$ cat src/hw/specPkg.sv
package specPkg;

	// grid of bar blocks, one column per band
	localparam int numBands = 6;
	localparam int numRows = 6;

	// bar blocks take layers 0..35, the marker sits on top of them
	localparam int markerLayer = numBands * numRows;
	localparam int numLayers = markerLayer + 1;

	// visible area
	localparam int screenW = 640;
	localparam int screenH = 480;

	// block size, origin of block (0,0) and spacing
	localparam int blockW = 95;
	localparam int blockH = 69;
	localparam int gridX0 = 10;
	localparam int gridY0 = 10;
	localparam int pitchX = 105;
	localparam int pitchY = 79;

	// marker square, travels along the top row
	localparam int markerSize = 16;
	localparam int markerY0 = 0;

	// peak hold, power loses power>>decayShift per sample
	localparam int decayShift = 4;
	localparam int powerBits = 11;

	// level 0 is the bottom row of the grid
	localparam logic [powerBits-1:0] rowThreshold [numRows] = '{
		11'd200, 11'd400, 11'd600, 11'd800, 11'd1000, 11'd1200
	};

	// green at the bottom through yellow to red at the top
	localparam logic [23:0] rowColor [numRows] = '{
		24'h00C000, 24'h60D000, 24'hC0D000, 24'hF0A000, 24'hF06000, 24'hF00000
	};

	localparam logic [23:0] markerColor = 24'h40A0FF;

endpackage

$ cat src/hw/bandSplitter.sv
`timescale 1ns/1ps

module bandSplitter import specPkg::*; (
	input logic clk,
	input logic arstN,
	input logic sampleStrobe,
	input logic signed [15:0] audL,
	input logic signed [15:0] audR,
	input logic [numBands-1:0] bandEnable,
	output logic [numBands-1:0][powerBits-1:0] power
);

	// lp[0] holds the latest mono sample, lp[k] gets slower as k grows
	logic signed [17:0] lp [0:numBands];
	logic signed [17:0] mono;
	logic strobeD;

	logic signed [17:0] bandVal [numBands];
	logic [17:0] bandAbs [numBands];
	logic [15:0] bandMag [numBands];
	logic [powerBits-1:0] candidate [numBands];
	logic [powerBits-1:0] decayed [numBands];
	logic [powerBits-1:0] nextPower [numBands];

	// sum at 18 bits so the halving keeps the sign
	assign mono = (18'(audL) + 18'(audR)) >>> 1;

	// low-pass chain, advanced once per sample
	always_ff @(posedge clk or negedge arstN) begin
		if (!arstN) begin
			for (int k = 0; k <= numBands; k++) begin
				lp[k] <= '0;
			end
			strobeD <= 1'b0;
		end else begin
			strobeD <= sampleStrobe;
			if (sampleStrobe) begin
				lp[0] <= mono;
				for (int k = 1; k <= numBands; k++) begin
					lp[k] <= lp[k] + ((mono - lp[k]) >>> k);
				end
			end
		end
	end

	// band = difference of neighbouring low-pass outputs
	always_comb begin
		for (int i = 0; i < numBands; i++) begin
			bandVal[i] = lp[i] - lp[i+1];
			bandAbs[i] = bandVal[i][17] ? -bandVal[i] : bandVal[i];
			// saturate to 16 bits before taking the top bits
			bandMag[i] = (|bandAbs[i][17:16]) ? 16'hFFFF : bandAbs[i][15:0];
			candidate[i] = bandMag[i][15 -: powerBits];
			decayed[i] = power[i] - (power[i] >> decayShift);
			nextPower[i] = (candidate[i] > decayed[i]) ? candidate[i] : decayed[i];
		end
	end

	// peak hold, one cycle behind the chain
	always_ff @(posedge clk or negedge arstN) begin
		if (!arstN) begin
			power <= '0;
		end else begin
			for (int i = 0; i < numBands; i++) begin
				if (!bandEnable[i]) begin
					power[i] <= '0;
				end else if (strobeD) begin
					power[i] <= nextPower[i];
				end
			end
		end
	end

endmodule

$ cat src/hw/barSegment.sv
`timescale 1ns/1ps

module barSegment import specPkg::*; #(
	parameter int column = 0,
	parameter int row = 0
) (
	input logic [9:0] pixelX,
	input logic [8:0] pixelY,
	input logic [powerBits-1:0] bandPower,
	output logic active,
	output logic [23:0] color
);

	// rectangle of this block, clipped to the visible area
	localparam int x0 = gridX0 + column * pitchX;
	localparam int y0 = gridY0 + row * pitchY;
	localparam int x1 = (x0 + blockW > screenW) ? screenW : x0 + blockW;
	localparam int y1 = (y0 + blockH > screenH) ? screenH : y0 + blockH;

	// row 0 is drawn at the top but is the highest level
	localparam int level = numRows - 1 - row;

	logic insideX;
	logic insideY;
	logic lit;

	assign insideX = (pixelX >= x0) && (pixelX < x1);
	assign insideY = (pixelY >= y0) && (pixelY < y1);

	// block lights once the band reaches this level's threshold
	assign lit = bandPower >= rowThreshold[level];

	assign active = insideX && insideY && lit;
	assign color = rowColor[level];

endmodule

$ cat src/hw/headMarker.sv
`timescale 1ns/1ps

module headMarker import specPkg::*; (
	input logic clk,
	input logic arstN,
	input logic enable,
	input logic motionEnable,
	input logic [9:0] pixelX,
	input logic [8:0] pixelY,
	output logic active,
	output logic [23:0] color
);

	// rightmost position, the square still fits on screen there
	localparam logic [9:0] maxX = 10'(screenW - markerSize);

	logic [9:0] markerX;
	logic [9:0] nextX;
	logic movingLeft;
	logic frameStart;
	logic insideX;
	logic insideY;

	// top-left pixel starts a new frame
	assign frameStart = (pixelX == 10'd0) && (pixelY == 9'd0);

	assign nextX = movingLeft ? markerX - 10'd1 : markerX + 10'd1;

	// one step per frame, turn around at either edge
	always_ff @(posedge clk or negedge arstN) begin
		if (!arstN) begin
			markerX <= '0;
			movingLeft <= 1'b0;
		end else if (frameStart && motionEnable) begin
			markerX <= nextX;
			if (nextX == 10'd0) begin
				movingLeft <= 1'b0;
			end else if (nextX == maxX) begin
				movingLeft <= 1'b1;
			end
		end
	end

	// hit test against the square at (markerX, markerY0)
	assign insideX = (pixelX >= markerX) && ({22'b0, pixelX} < {22'b0, markerX} + markerSize);
	assign insideY = (pixelY >= markerY0) && (pixelY < markerY0 + markerSize);

	assign active = enable && insideX && insideY;
	assign color = markerColor;

endmodule

$ cat src/hw/layerPriority.sv
`timescale 1ns/1ps

module layerPriority import specPkg::*; (
	input logic clk,
	input logic arstN,
	input logic [numLayers-1:0] layerActive,
	input logic [numLayers-1:0][23:0] layerColor,
	output logic [7:0] red,
	output logic [7:0] green,
	output logic [7:0] blue
);

	localparam int idxBits = $clog2(numLayers);

	logic [idxBits-1:0] topIdx;
	logic anyActive;
	logic [23:0] pickColor;

	// scan upward so the highest active layer is the last one kept
	always_comb begin
		topIdx = '0;
		anyActive = 1'b0;
		for (int n = 0; n < numLayers; n++) begin
			if (layerActive[n]) begin
				topIdx = idxBits'(n);
				anyActive = 1'b1;
			end
		end
	end

	// nothing drawn here means black
	assign pickColor = anyActive ? layerColor[topIdx] : 24'h000000;

	always_ff @(posedge clk or negedge arstN) begin
		if (!arstN) begin
			{red, green, blue} <= '0;
		end else begin
			{red, green, blue} <= pickColor;
		end
	end

endmodule

$ cat src/hw/screenManager.sv
`timescale 1ns/1ps

module screenManager import specPkg::*; (
	input logic clk,
	input logic arstN,
	input logic sampleStrobe,
	input logic signed [15:0] audL,
	input logic signed [15:0] audR,
	input logic [9:0] sw,
	input logic [9:0] pixelX,
	input logic [8:0] pixelY,
	output logic [7:0] red,
	output logic [7:0] green,
	output logic [7:0] blue
);

	logic [numBands-1:0] bandEnable;
	logic [numBands-1:0][powerBits-1:0] power;
	logic [numLayers-1:0] layerActive;
	logic [numLayers-1:0][23:0] layerColor;

	// leftmost switch controls the lowest band
	for (genvar b = 0; b < numBands; b++) begin : genEnable
		assign bandEnable[b] = sw[numBands-1-b];
	end

	bandSplitter splitter (
		.clk(clk),
		.arstN(arstN),
		.sampleStrobe(sampleStrobe),
		.audL(audL),
		.audR(audR),
		.bandEnable(bandEnable),
		.power(power)
	);

	// one column per band, layer index is column * numRows + row
	for (genvar c = 0; c < numBands; c++) begin : genColumn
		for (genvar r = 0; r < numRows; r++) begin : genRow
			barSegment #(
				.column(c),
				.row(r)
			) segment (
				.pixelX(pixelX),
				.pixelY(pixelY),
				.bandPower(power[c]),
				.active(layerActive[c*numRows+r]),
				.color(layerColor[c*numRows+r])
			);
		end
	end

	headMarker marker (
		.clk(clk),
		.arstN(arstN),
		.enable(sw[6]),
		.motionEnable(sw[7]),
		.pixelX(pixelX),
		.pixelY(pixelY),
		.active(layerActive[markerLayer]),
		.color(layerColor[markerLayer])
	);

	layerPriority picker (
		.clk(clk),
		.arstN(arstN),
		.layerActive(layerActive),
		.layerColor(layerColor),
		.red(red),
		.green(green),
		.blue(blue)
	);

endmodule

$ cat config.mk
export PLATFORM = sky130hd
export DESIGN_NAME = screenManager
export DESIGN_NICKNAME = d
export VERILOG_FILES = /design/src/hw/specPkg.sv /design/src/hw/bandSplitter.sv /design/src/hw/barSegment.sv /design/src/hw/headMarker.sv /design/src/hw/layerPriority.sv /design/src/hw/screenManager.sv
export SDC_FILE = /design/constraint.sdc
export NUM_CORES = 2
export LEC_CHECK = 0
export ABC_AREA = 1
export CAP_MARGIN = 20
export CORE_ASPECT_RATIO = 0.7
export CORE_MARGIN = 10
export CORE_UTILIZATION = 25
export DETAILED_ROUTE_END_ITERATION = 8
export DONT_BUFFER_PORTS = 1
export GPL_ROUTABILITY_DRIVEN = 0
export PLACE_DENSITY = 0.42
export SLEW_MARGIN = 10
export SYNTH_ARGS = -nofsm -noshare
export SYNTH_HDL_FRONTEND = slang
export SYNTH_SLANG_ARGS = --single-unit
export TNS_END_PERCENT = 5
$ cat constraint.sdc
create_clock -name clk -period 4.5 [get_ports clk]
set_input_delay 0.9 -clock clk [delete_from_list [all_inputs] [get_ports clk]]
set_output_delay 0.9 -clock clk [all_outputs]
set_load 0.05 [all_outputs]
==> out/metrics.cfg <==
[outcome]
status = finished, violations left
violations = negative setup slack

[sta]
skew_ps = 43.7
slew_violations = 0
fin_crit_sh = 1.24
finalHoldViolations = 0
rsz0062_at_grt = yes
fmax_mhz = 180
worst_pin_slew_ps = 1170
timing.hold.ws_ps = 134
fin_ws_ps = -1070
relSlewSlack = 0.219
setup_viol = 108
min_period_ps = 5570
final.setup.tns_ps = -34540

[global_routing]
grt_usage = 0.154
grt_pass1_vias = 30797
grt_first_pass_wirelength_um = 171000
grt_max_degree = 122
antenna_found_initial = 1
globalRouteOverflowTotal = 0

[critical_path]
r2r_setup_slack_ps = -190
critPathMaxFanout = 3
crit_path_top_delay_cell = ha_4
path_class = in2reg
cp_top_family = compound AO/OA/AOI/OAI gates
crit_arrival_ps = 6100
r2r_cells = 33
r2r-start = splitter.lp[36]$_DFFE_PN0P_
max_stage_delay_ps = 300
worstSetupStartpointType = primary input
cp.buffers_inverters = 6
timing.rr.end = splitter.power[46]$_DFFE_PN0P_
end_kind = register
required_ps = 5030
critPathLaunch = audL[3]

[synth]
post-synth-top-count-cell = nand2_1
ys.flop_type = dfrtp_1
yosysWarningCount = 0
synthTopCellsByArea = ha_1 19%, dfrtp_1 17%, nand2_1 12%
synth.largest_area_cell = ha_1
netlist.area_leader.share = 0.190
synth_common_cells = 948 x nand2_1, 659 x inv_1, 459 x ha_1, 424 x a21oi_1, 276 x nor2_1
ys_ff_latch = 211
synth_area_mm2 = 0.0303
synth_cell_type_count = 71
synthArstFlopShare = 1.00
syn_inst = 4442
yosysSeqAreaShare = 0.174
synth_edf_count = 0
syn_avg_cell_area_um2 = 6.82

[finish]
seq_area_mm2 = 0.00529
multiInputGateArea_mm2 = 0.0239
fill_cells = 12733
area_growth_pct = 43.6
drive_gt1_frac = 0.287
fin_cells = 7163
fin_nets = 6064

[hold_path]
hold_class = in2async

[clock_network]
path_clk_slew_ps = 60
cts.sinks = 211
cts_buffers = 30
ctsHtreeMaxLevel = 1
clock_latency_ps = 640
root_buffer = clkbuf_16
cts_tree = built
clockBufferDepth = 3

[detailed_routing]
drt-pass1-iter-count = 5
drc = 0
post_drt_via_cell_ratio = 4.48
ant_nets = 0
drt_iter0_markers = 1744
routed_wl_um = 109000
vias = 32061
wl_per_cell_um = 15.2

[flow_run]
maxCapViolCount = 0

[placed_design]
io_buffers = 0
dp.cells = 7032
dp_hpwl_um = 87200

[floorplan]
dieArea_mm2 = 0.136
coreArea_mm2 = 0.120
start_util = 0.253
die_y_um = 311
placementRows = 106
ioPinCount = 88
die_x_um = 436

## worst reg2reg max path, delay by kind of cell, from the launching register on
family                     cells  cell delay (ps)
AOI/OAI and AO/OA              9             1190
xor gates and xnor gates       1              190
adders and majority gates      3              920
buffers and inverters          6              730
DFF                            1              410
and+or+nand+nor               14             1210
## cells in the final DEF (no fill, tap or decap), drive strengths merged, types with 52 or more instances in the layout
cell	instances
buf	1126
dfrtp	211
o21ai	295
o21bai	62
nor2	280
nand3	219
inv	664
xnor2	119
xor2	271
nand4	52
a21oi	438
nor3	84
ha	459
nand2	956
## state kept, by name, indices dropped and copies added (netlist names)
signal and cells:
splitter.lp 124, splitter.power 66, marker.markerX 10, picker.green 4
picker.red 4, marker.movingLeft 1, picker.blue 1, splitter.strobeD 1
## layout make-up
cell class,instances,share of cell area
repair buffers,1126,0.200
clock inverters,6,0.00101
flip-flops and latches,211,0.122
well taps,1620,0.0466
clock buffers,47,0.0217
diodes,2,0.000115
multi-input cells,3480,0.550
inverters,671,0.0585
## per-stage QoR
stage	instance area (um2)	setup slack [ps]	utilization
floorplan	30400	-1220	-
global placement	40000	-2370	0.334
detailed placement	40000	-2360	0.334
CTS	42600	-1020	0.355
global route	43500	-1440	0.363
finish	43500	-1070	0.363
## how the worst max path moves through the flow
stage	end	slack, ps	depth (start not counted)
CTS	splitter.lp[17]$_DFFE_PN0P_	-1020	37
global placement	splitter.lp[71]$_DFFE_PN0P_	-2370	35
detailed placement	splitter.lp[71]$_DFFE_PN0P_	-2360	35
global route	splitter.lp[17]$_DFFE_PN0P_	-1440	41
finish	splitter.lp[17]$_DFFE_PN0P_	-1070	38
floorplan	splitter.lp[71]$_DFFE_PN0P_	-1220	35
## cells by family after synthesis
group                    Yosys count  synth area share
AND/OR/NAND/NOR                 1639             0.228
adder cells (fa/ha/maj)          480             0.204
flip-flops                       211             0.174
multiplexers                       2          0.000661
buffers and inverters            758            0.0984
AO/OA/AOI/OAI                    961             0.182
XOR/XNOR                         390             0.114
other                              1          0.000124
## repair_timing
| action | 4_1_cts | 5_1_grt |
|---|---|---|
| hold buffers | 3 | 0 |
| endpoints found under the hold margin | 121 | 0 |
| setup endpoints to repair | 136 | 137 |
| gates cloned | 0 | 0 |
| pin swaps | 82 | 92 |
| setup buffers | 52 | 21 |
| gates resized for setup | 248 | 176 |
## routing by layer
| metal | vias to the layer above | wire length (um) | track usage |
|---|---|---|---|
| met5 | - | 0 | 0 |
| met4 | 0 | 1660 | 0.0217 |
| met3 | 77 | 5180 | 0.0259 |
| met2 | 455 | 42300 | 0.221 |
| met1 | 14607 | 59500 | 0.241 |
| li1 | 16922 | - | - |
Power is left out: the tool's default activity adds up to more than one toggle a clock period on the data nets, which glitch-free logic cannot reach.
